===== src/logic/sched_pkg.sv =====
// shared widths, vector types and packed structs
// for the warp scheduler
`default_nettype none

package sched_pkg;

    localparam int NUM_WARPS    = 4;
    localparam int NUM_THREADS  = 4;
    localparam int NUM_BARRIERS = 4;
    // byte addresses
    localparam int PC_W         = 32;

    localparam int WID_W = $clog2(NUM_WARPS);
    localparam int BAR_W = $clog2(NUM_BARRIERS);

    typedef logic [WID_W-1:0]       wid_t;
    typedef logic [NUM_WARPS-1:0]   wmask_t;
    typedef logic [NUM_THREADS-1:0] tmask_t;
    typedef logic [PC_W-1:0]        pc_t;
    typedef logic [BAR_W-1:0]       bar_id_t;

    // execute stage control event, one kind per cycle
    typedef struct packed {
        logic    valid;
        wid_t    wid;
        logic    tmc_valid;
        tmask_t  tmc_mask;
        logic    spawn_valid;
        wmask_t  spawn_mask;
        pc_t     spawn_pc;
        logic    bar_valid;
        bar_id_t bar_id;
        // participating warps minus one
        wid_t    bar_size_m1;
    } warp_ctl_t;

    typedef struct packed {
        logic valid;
        wid_t wid;
        logic taken;
        pc_t  dest;
    } branch_t;

    // per-warp update for the current cycle
    typedef struct packed {
        logic   unlock;
        logic   spawn;
        logic   set_tmask;
        tmask_t tmask;
        logic   set_pc;
        pc_t    pc;
    } slot_cmd_t;

    typedef struct packed {
        logic   active;
        logic   stalled;
        tmask_t tmask;
        pc_t    pc;
    } warp_state_t;

    typedef struct packed {
        wid_t   wid;
        tmask_t tmask;
        pc_t    pc;
    } sched_out_t;

endpackage

`default_nettype wire


===== src/logic/warp_ctl_router.sv =====
// event router: control, branch and unlock events to per-warp commands,
// plus local barrier counters and the pending spawn
`timescale 1ns/1ps
`default_nettype none

module warp_ctl_router (
    input  wire                                          clk,
    input  wire                                          reset,
    input  wire  sched_pkg::warp_ctl_t                   ctl,
    input  wire  sched_pkg::branch_t                     branch,
    input  wire                                          unlock_valid,
    input  wire  sched_pkg::wid_t                        unlock_wid,
    input  wire  sched_pkg::wmask_t                      active,
    output sched_pkg::slot_cmd_t [sched_pkg::NUM_WARPS-1:0] cmd
);
    import sched_pkg::*;

    // local barrier state
    wid_t   [NUM_BARRIERS-1:0] bar_ctr;
    wmask_t [NUM_BARRIERS-1:0] bar_mask;

    // pending spawn
    logic   spawn_pend;
    wmask_t spawn_mask;
    pc_t    spawn_pc;
    wid_t   spawn_wid;

    logic [WID_W:0] active_cnt;
    logic           single_warp;
    logic           spawn_fire;
    logic           bar_event;
    logic           bar_hit;

    always_comb begin
        active_cnt = '0;
        for (int i = 0; i < NUM_WARPS; i++) begin
            active_cnt = active_cnt + (WID_W+1)'(active[i]);
        end
    end

    assign single_warp = (active_cnt == (WID_W+1)'(1));
    assign spawn_fire  = spawn_pend && single_warp;
    assign bar_event   = ctl.valid && ctl.bar_valid;
    assign bar_hit     = (bar_ctr[ctl.bar_id] == ctl.bar_size_m1);

    // later writes take priority within a slot
    always_comb begin
        cmd = '0;

        if (unlock_valid) begin
            cmd[unlock_wid].unlock = 1'b1;
        end

        if (spawn_fire) begin
            for (int i = 0; i < NUM_WARPS; i++) begin
                if (spawn_mask[i]) begin
                    cmd[i].spawn = 1'b1;
                    cmd[i].pc    = spawn_pc;
                end
            end
            cmd[spawn_wid].unlock = 1'b1;
        end

        if (ctl.valid && ctl.tmc_valid) begin
            cmd[ctl.wid].set_tmask = 1'b1;
            cmd[ctl.wid].tmask     = ctl.tmc_mask;
            cmd[ctl.wid].unlock    = 1'b1;
        end

        // last arrival frees every waiting warp and the caller
        if (bar_event && bar_hit) begin
            for (int i = 0; i < NUM_WARPS; i++) begin
                if (bar_mask[ctl.bar_id][i]) begin
                    cmd[i].unlock = 1'b1;
                end
            end
            cmd[ctl.wid].unlock = 1'b1;
        end

        if (branch.valid) begin
            cmd[branch.wid].unlock = 1'b1;
            if (branch.taken) begin
                cmd[branch.wid].set_pc = 1'b1;
                cmd[branch.wid].pc     = branch.dest;
            end
        end
    end

    always_ff @(posedge clk) begin
        if (reset) begin
            bar_ctr    <= '0;
            bar_mask   <= '0;
            spawn_pend <= 1'b0;
        end else begin
            if (bar_event) begin
                if (bar_hit) begin
                    bar_ctr[ctl.bar_id]  <= '0;
                    bar_mask[ctl.bar_id] <= '0;
                end else begin
                    // caller stays stalled until release
                    bar_ctr[ctl.bar_id]           <= bar_ctr[ctl.bar_id] + wid_t'(1);
                    bar_mask[ctl.bar_id][ctl.wid] <= 1'b1;
                end
            end
            if (spawn_fire) begin
                spawn_pend <= 1'b0;
            end
            if (ctl.valid && ctl.spawn_valid) begin
                spawn_pend <= 1'b1;
            end
        end
    end

    // spawn payload
    always_ff @(posedge clk) begin
        if (ctl.valid && ctl.spawn_valid) begin
            spawn_mask <= ctl.spawn_mask;
            spawn_pc   <= ctl.spawn_pc;
            spawn_wid  <= ctl.wid;
        end
    end

endmodule

`default_nettype wire


===== src/logic/warp_slot.sv =====
// state of one warp: active, stalled, thread mask and pc
`timescale 1ns/1ps
`default_nettype none

module warp_slot #(
    parameter int             WARP_ID  = 0,
    parameter sched_pkg::pc_t START_PC = '0
) (
    input  wire                          clk,
    input  wire                          reset,
    input  wire  sched_pkg::slot_cmd_t   cmd,
    input  wire                          grant,
    input  wire                          advance,
    output sched_pkg::warp_state_t       state
);
    import sched_pkg::*;

    warp_state_t state_nxt;
    warp_state_t state_rst;

    // only warp 0 runs out of reset
    always_comb begin
        state_rst = '0;
        if (WARP_ID == 0) begin
            state_rst.active = 1'b1;
            state_rst.tmask  = tmask_t'(1);
            state_rst.pc     = START_PC;
        end
    end

    // lowest precedence first, later assignments win
    always_comb begin
        state_nxt = state;

        if (cmd.unlock) begin
            state_nxt.stalled = 1'b0;
        end

        if (cmd.spawn) begin
            state_nxt.active  = 1'b1;
            state_nxt.stalled = 1'b0;
            state_nxt.tmask   = tmask_t'(1);
            state_nxt.pc      = cmd.pc;
        end

        // empty mask retires the warp
        if (cmd.set_tmask) begin
            state_nxt.active = |cmd.tmask;
            state_nxt.tmask  = cmd.tmask;
        end

        if (cmd.set_pc) begin
            state_nxt.pc = cmd.pc;
        end

        // held until decode unlocks it
        if (grant) begin
            state_nxt.stalled = 1'b1;
        end

        if (advance) begin
            state_nxt.pc = state.pc + pc_t'(4);
        end
    end

    always_ff @(posedge clk) begin
        if (reset) begin
            state <= state_rst;
        end else begin
            state <= state_nxt;
        end
    end

endmodule

`default_nettype wire


===== src/logic/warp_issue.sv =====
// lowest-index ready warp pick, registered valid/ready output, busy
`timescale 1ns/1ps
`default_nettype none

module warp_issue (
    input  wire                                                 clk,
    input  wire                                                 reset,
    input  wire  sched_pkg::warp_state_t [sched_pkg::NUM_WARPS-1:0] states,
    input  wire                                                 sched_ready,
    output sched_pkg::wmask_t                                   grant,
    output sched_pkg::wmask_t                                   advance,
    output logic                                                sched_valid,
    output sched_pkg::sched_out_t                               sched,
    output logic                                                busy
);
    import sched_pkg::*;

    wmask_t ready_vec;
    wmask_t active_vec;
    logic   pick_valid;
    wid_t   pick_wid;
    logic   out_free;
    logic   load_en;
    logic   fire;

    always_comb begin
        for (int i = 0; i < NUM_WARPS; i++) begin
            active_vec[i] = states[i].active;
            ready_vec[i]  = states[i].active && !states[i].stalled;
        end
    end

    // scan down so the lowest ready index is kept
    always_comb begin
        pick_valid = 1'b0;
        pick_wid   = '0;
        for (int i = NUM_WARPS-1; i >= 0; i--) begin
            if (ready_vec[i]) begin
                pick_valid = 1'b1;
                pick_wid   = wid_t'(i);
            end
        end
    end

    // register empty or draining this cycle
    assign fire     = sched_valid && sched_ready;
    assign out_free = !sched_valid || sched_ready;
    assign load_en  = pick_valid && out_free;

    assign grant   = load_en ? (wmask_t'(1) << pick_wid) : '0;
    assign advance = fire ? (wmask_t'(1) << sched.wid) : '0;
    assign busy    = |active_vec;

    always_ff @(posedge clk) begin
        if (reset) begin
            sched_valid <= 1'b0;
        end else if (out_free) begin
            sched_valid <= pick_valid;
        end
    end

    // output payload, held under back-pressure
    always_ff @(posedge clk) begin
        if (load_en) begin
            sched.wid   <= pick_wid;
            sched.tmask <= states[pick_wid].tmask;
            sched.pc    <= states[pick_wid].pc;
        end
    end

endmodule

`default_nettype wire


===== src/logic/warp_scheduler.sv =====
// warp scheduler top: event router, per-warp slots and issue stage
`timescale 1ns/1ps
`default_nettype none

module warp_scheduler #(
    parameter sched_pkg::pc_t START_PC = '0
) (
    input  wire                          clk,
    input  wire                          reset,
    input  wire  sched_pkg::warp_ctl_t   ctl,
    input  wire  sched_pkg::branch_t     branch,
    input  wire                          unlock_valid,
    input  wire  sched_pkg::wid_t        unlock_wid,
    input  wire                          sched_ready,
    output logic                         sched_valid,
    output sched_pkg::sched_out_t        sched,
    output logic                         busy
);
    import sched_pkg::*;

    slot_cmd_t   [NUM_WARPS-1:0] cmd;
    warp_state_t [NUM_WARPS-1:0] states;
    wmask_t                      active;
    wmask_t                      grant;
    wmask_t                      advance;

    // router judges spawn from the live active set
    always_comb begin
        for (int i = 0; i < NUM_WARPS; i++) begin
            active[i] = states[i].active;
        end
    end

    warp_ctl_router i_router (
        .clk          (clk),
        .reset        (reset),
        .ctl          (ctl),
        .branch       (branch),
        .unlock_valid (unlock_valid),
        .unlock_wid   (unlock_wid),
        .active       (active),
        .cmd          (cmd)
    );

    for (genvar w = 0; w < NUM_WARPS; w++) begin : g_slot
        warp_slot #(
            .WARP_ID  (w),
            .START_PC (START_PC)
        ) i_slot (
            .clk     (clk),
            .reset   (reset),
            .cmd     (cmd[w]),
            .grant   (grant[w]),
            .advance (advance[w]),
            .state   (states[w])
        );
    end

    warp_issue i_issue (
        .clk         (clk),
        .reset       (reset),
        .states      (states),
        .sched_ready (sched_ready),
        .grant       (grant),
        .advance     (advance),
        .sched_valid (sched_valid),
        .sched       (sched),
        .busy        (busy)
    );

endmodule

`default_nettype wire


===== config.mk =====
export PLATFORM = sky130hd
export DESIGN_NAME = warp_scheduler
export DESIGN_NICKNAME = d
export VERILOG_FILES = /design/src/logic/sched_pkg.sv /design/src/logic/warp_ctl_router.sv /design/src/logic/warp_slot.sv /design/src/logic/warp_issue.sv /design/src/logic/warp_scheduler.sv
export SDC_FILE = /design/constraint.sdc
export NUM_CORES = 1
export LEC_CHECK = 0
export BUFFER_PORTS_ARGS = -buffer_cell sky130_fd_sc_hd__buf_2
export CORE_AREA = 2 2 176 178
export CTS_BUF_LIST = sky130_fd_sc_hd__clkbuf_4 sky130_fd_sc_hd__clkbuf_8 sky130_fd_sc_hd__clkbuf_16
export CTS_CLUSTER_SIZE = 16
export DETAILED_ROUTE_END_ITERATION = 8
export DIE_AREA = 0 0 178 180
export GPL_TIMING_DRIVEN = 0
export MAX_ROUTING_LAYER = met4
export PLACE_DENSITY = 0.78
export REMOVE_ABC_BUFFERS = 1
export SYNTH_ARGS = -nofsm -noshare
export SYNTH_HDL_FRONTEND = slang
export SYNTH_HIERARCHICAL = 1
export SYNTH_SLANG_ARGS = --single-unit

===== constraint.sdc =====
create_clock -name clk -period 7 [get_ports clk]
set_input_delay 0 -clock clk [delete_from_list [all_inputs] [get_ports clk]]
set_output_delay 0 -clock clk [all_outputs]
set_load 0.02 [all_outputs]

==> out/metrics.cfg <==
[die]
io_pins=132
die_h_um=180
num_rows=64
die_w_um=178
initial_core_util=0.545
die_area_um2=32000
core_area_um2=30200

[global_route]
antenna_found_initial=1
grtUsageTotal=0.374
grt_pass1_vias=16500
grt_max_degree=93
grt_pass1_wl_mm=92.2
grt-ovfl-total=0

[synth]
yosysMostFrequentCell=nand2_1
ys_seq_elements=254
yosys.cell_types.count=82
synth_top_cell_area_share=0.217
yosysWarnings=6
syn_area_um2=16400
synth.area.top_cells=dfxtp_1 22%, edfxtp_1 14%, nand2_1 6.2%, a22o_1 3.6%, o21ai_0 3.3%
synth_common_cells=272 x nand2_1, 178 x dfxtp_1, 118 x clkbuf_1, 110 x o21ai_0, 99 x a21oi_1
synth-edff-count=76
synthCells=2008
synth-async-reset-ratio=0
avgSynthCellArea_um2=8.19
synth_top_area_cell=dfxtp_1
ys_seq_area_frac=0.356
yosys_most_used_dff=dfxtp_1

[routing]
wl_met1_mm=22.3
ant_nets=0
drt_iter0_markers=2898
firstDrtPassIters=7
route.met2.wl_mm=27.5
drt-total-wl_mm=60.1
vias=17700
drc=0
wl_per_cell_um=24.0
wl_met3_mm=7.39
routed_via_density=7.07
maxUsedRoutingLayer=met4

[power]
power.total_mw=3.96
leakage_nw=6.45
share_seq_of_total_power=0.429
clkPwrFrac=0.405
powerDensity_nw_per_um2=208
p_comb_frac=0.165
p_sw_mw=1.16
sw_frac_of_total=0.293
p_int_mw=2.80
ir_drop_v=0.000211

[sta]
slew_violations=10
holdWs_ps=34.9
timing.fmax_ghz=0.151
rsz0062_at_grt=yes
setup_viol=0
fin_crit_ps=6610
skew_ps=24.8
hold_viol_final=0
worst_slack_ps=391
period_share=0.944
max_slew_margin=-0.0172
worst_slew_pin_slew_ps=1510

[placement]
portBuffers=131
place_area_um2=17200
dp.final_hpwl_mm=39.7
preCtsSetupSlack_ps=415
routabilityCongestion=1.00

[clock_tree]
clkTransAtPathRegs_ps=60
cts_buffers=29
cts_root_buffer=clkbuf_16
cts_setup_buffers=0
cts_sinks=254
clk-insertion-delay-late_ps=570
htreeDepth=1
clockBufferDepth=3
cts_tree=yes

[cells_and_area]
design_area_um2=19000
area_delta_synth_final_pct=15.7
layout-drive-gt1-share=0.141
fillers=2494
fin_nets=2182

[status]
violations=max-capacitance violations, max-slew violations
status=finished, violations left

[min_path]
whs_endpoint=g_slot[3].i_slot/state[27]$_SDFFE_PP0P_
min_path_type=input pin to flip-flop
hold-path-cell-count=5
worstHoldStart=branch[27]

[setup_path]
critPathRequiredTime_ps=7450
critPathArrivalTime_ps=7060
worstReg2RegEnd=g_slot[0].i_slot/state[26]$_SDFFE_PP0P_
rr_worst_depth=11
crit_fanout=40
crit_type=flip-flop to flip-flop
critPathLaunchType=flip-flop
endpoint_kind=flip-flop
rr_startpoint=g_slot[1].i_slot/state[37]$_SDFFE_PP0P_
r2r_slack_ps=390

[flow_run]
max_cap_violations=1

-- how the worst max path moves through the flow --
stage | to | startpoint | slack [ps] | cells past startpoint
floorplan | g_slot[2].i_slot/state[19]$_SDFFE_PP0P_ | i_issue/sched_valid$_SDFFE_PP0N_ | 1450 | 6
global placement | g_slot[2].i_slot/state[19]$_SDFFE_PP0P_ | i_issue/sched[36]$_DFFE_PP_ | -1240 | 5
detailed placement | g_slot[0].i_slot/state[6]$_SDFFE_PP0P_ | g_slot[1].i_slot/state[37]$_SDFFE_PP0P_ | 410 | 10
CTS | g_slot[1].i_slot/state[1]$_SDFFE_PP0P_ | g_slot[1].i_slot/state[37]$_SDFFE_PP0P_ | 210 | 12
global route | g_slot[0].i_slot/state[27]$_SDFFE_PP0P_ | g_slot[1].i_slot/state[37]$_SDFFE_PP0P_ | -8 | 12
finish | g_slot[0].i_slot/state[26]$_SDFFE_PP0P_ | g_slot[1].i_slot/state[37]$_SDFFE_PP0P_ | 390 | 11
-- repair_timing --
| item | 4_1_cts | 5_1_grt |
|---|---|---|
| hold endpoints to repair | 125 | 0 |
| gates resized for setup | 0 | 0 |
| endpoints found under the setup margin | 0 | 2 |
| hold buffers | 74 | 0 |
-- sequential cells by signal, indices dropped and copies added, names as in the netlist --
name / count
i_router/spawn_mask: 4
i_router/bar_ctr: 8
i_issue/sched_valid: 1
i_router/spawn_wid: 2
i_router/spawn_pc: 32
i_issue/sched: 38
i_router/bar_mask: 16
g_slot.i_slot/state: 152
i_router/spawn_pend: 1
-- stage by stage --
step | std cells | util | setup TNS [ps]
global route | 2502 | 0.630 | -11.3
global placement | 2354 | 0.557 | -61660
finish | 2503 | 0.630 | 0
floorplan | 1827 | - | 0
CTS | 2499 | 0.627 | 0
detailed placement | 2371 | 0.570 | 0
-- cells by family after synthesis --
group,after synthesis,share of synthesized area
and+or+nand+nor,840,0.274
DFF,254,0.356
muxes,32,0.0251
AOI/OAI and AO/OA,593,0.264
adders and majority gates,7,0.00578
buffers and inverters,268,0.0668
xor gates and xnor gates,14,0.00837
-- routing by layer --
layer	track usage	up-vias
li1	-	7829
met4	0.156	0
met3	0.0850	255
met2	0.578	1281
met5	-	-
met1	0.469	8322
-- cell usage in the layout (no fill, tap or decap), types with 17 or more instances in the layout --
master,Yosys,routed
and3b_1,39,39
a311oi_1,17,17
nand3_1,39,39
clkbuf_16,0,29
dlygate4sd3_1,0,74
nand4_1,75,75
inv_1,84,83
nand2_1,272,272
o311a_1,24,24
nor3_1,71,69
o21ai_0,110,110
buf_2,28,130
a41oi_1,39,39
dfxtp_1,178,178
nor4_1,56,56
a22o_1,67,67
a31oi_1,35,34
nor2_1,95,90
a21oi_1,99,99
and3_1,18,18
or4_1,32,32
a211oi_1,49,49
edfxtp_1,76,76
o221ai_1,29,29
nor2b_1,30,26
and2_1,28,27
-- area by class of cell --
class,instances,area (um^2),area share
multi-input combinational,1486,9600,0.505
sequential,254,5850,0.307
timing repair buffer,225,1750,0.0921
clock buffer,39,820,0.0431
tap,396,495,0.0260
inverter,87,327,0.0172
clock inverter,15,179,0.00940
antenna,1,2.50,0.000132
-- power by group through the flow --
stage / Clock, mW / Combinational [mW] / Sequential (mW)
after floorplan: 0 / 0.286 / 1.75
after global placement: 0 / 0.553 / 1.73
after global routing: 1.68 / 0.688 / 1.71
final: 1.61 / 0.654 / 1.70
after CTS: 1.61 / 0.624 / 1.70
after detailed placement: 0 / 0.590 / 1.73
-- worst max-delay path, stage by stage (launching register included) --
cell and delay (ps):
dfxtp_1 1170, inv_1 160, fa_1 550, inv_1 50, ha_1 180, ha_1 290
nor4bb_1 1000, nand2_1 1180, inv_1 840, nor2_1 440, mux2i_1 210, a2111oi_1 400
No activity file was read; power rests on OpenSTA's default activity.
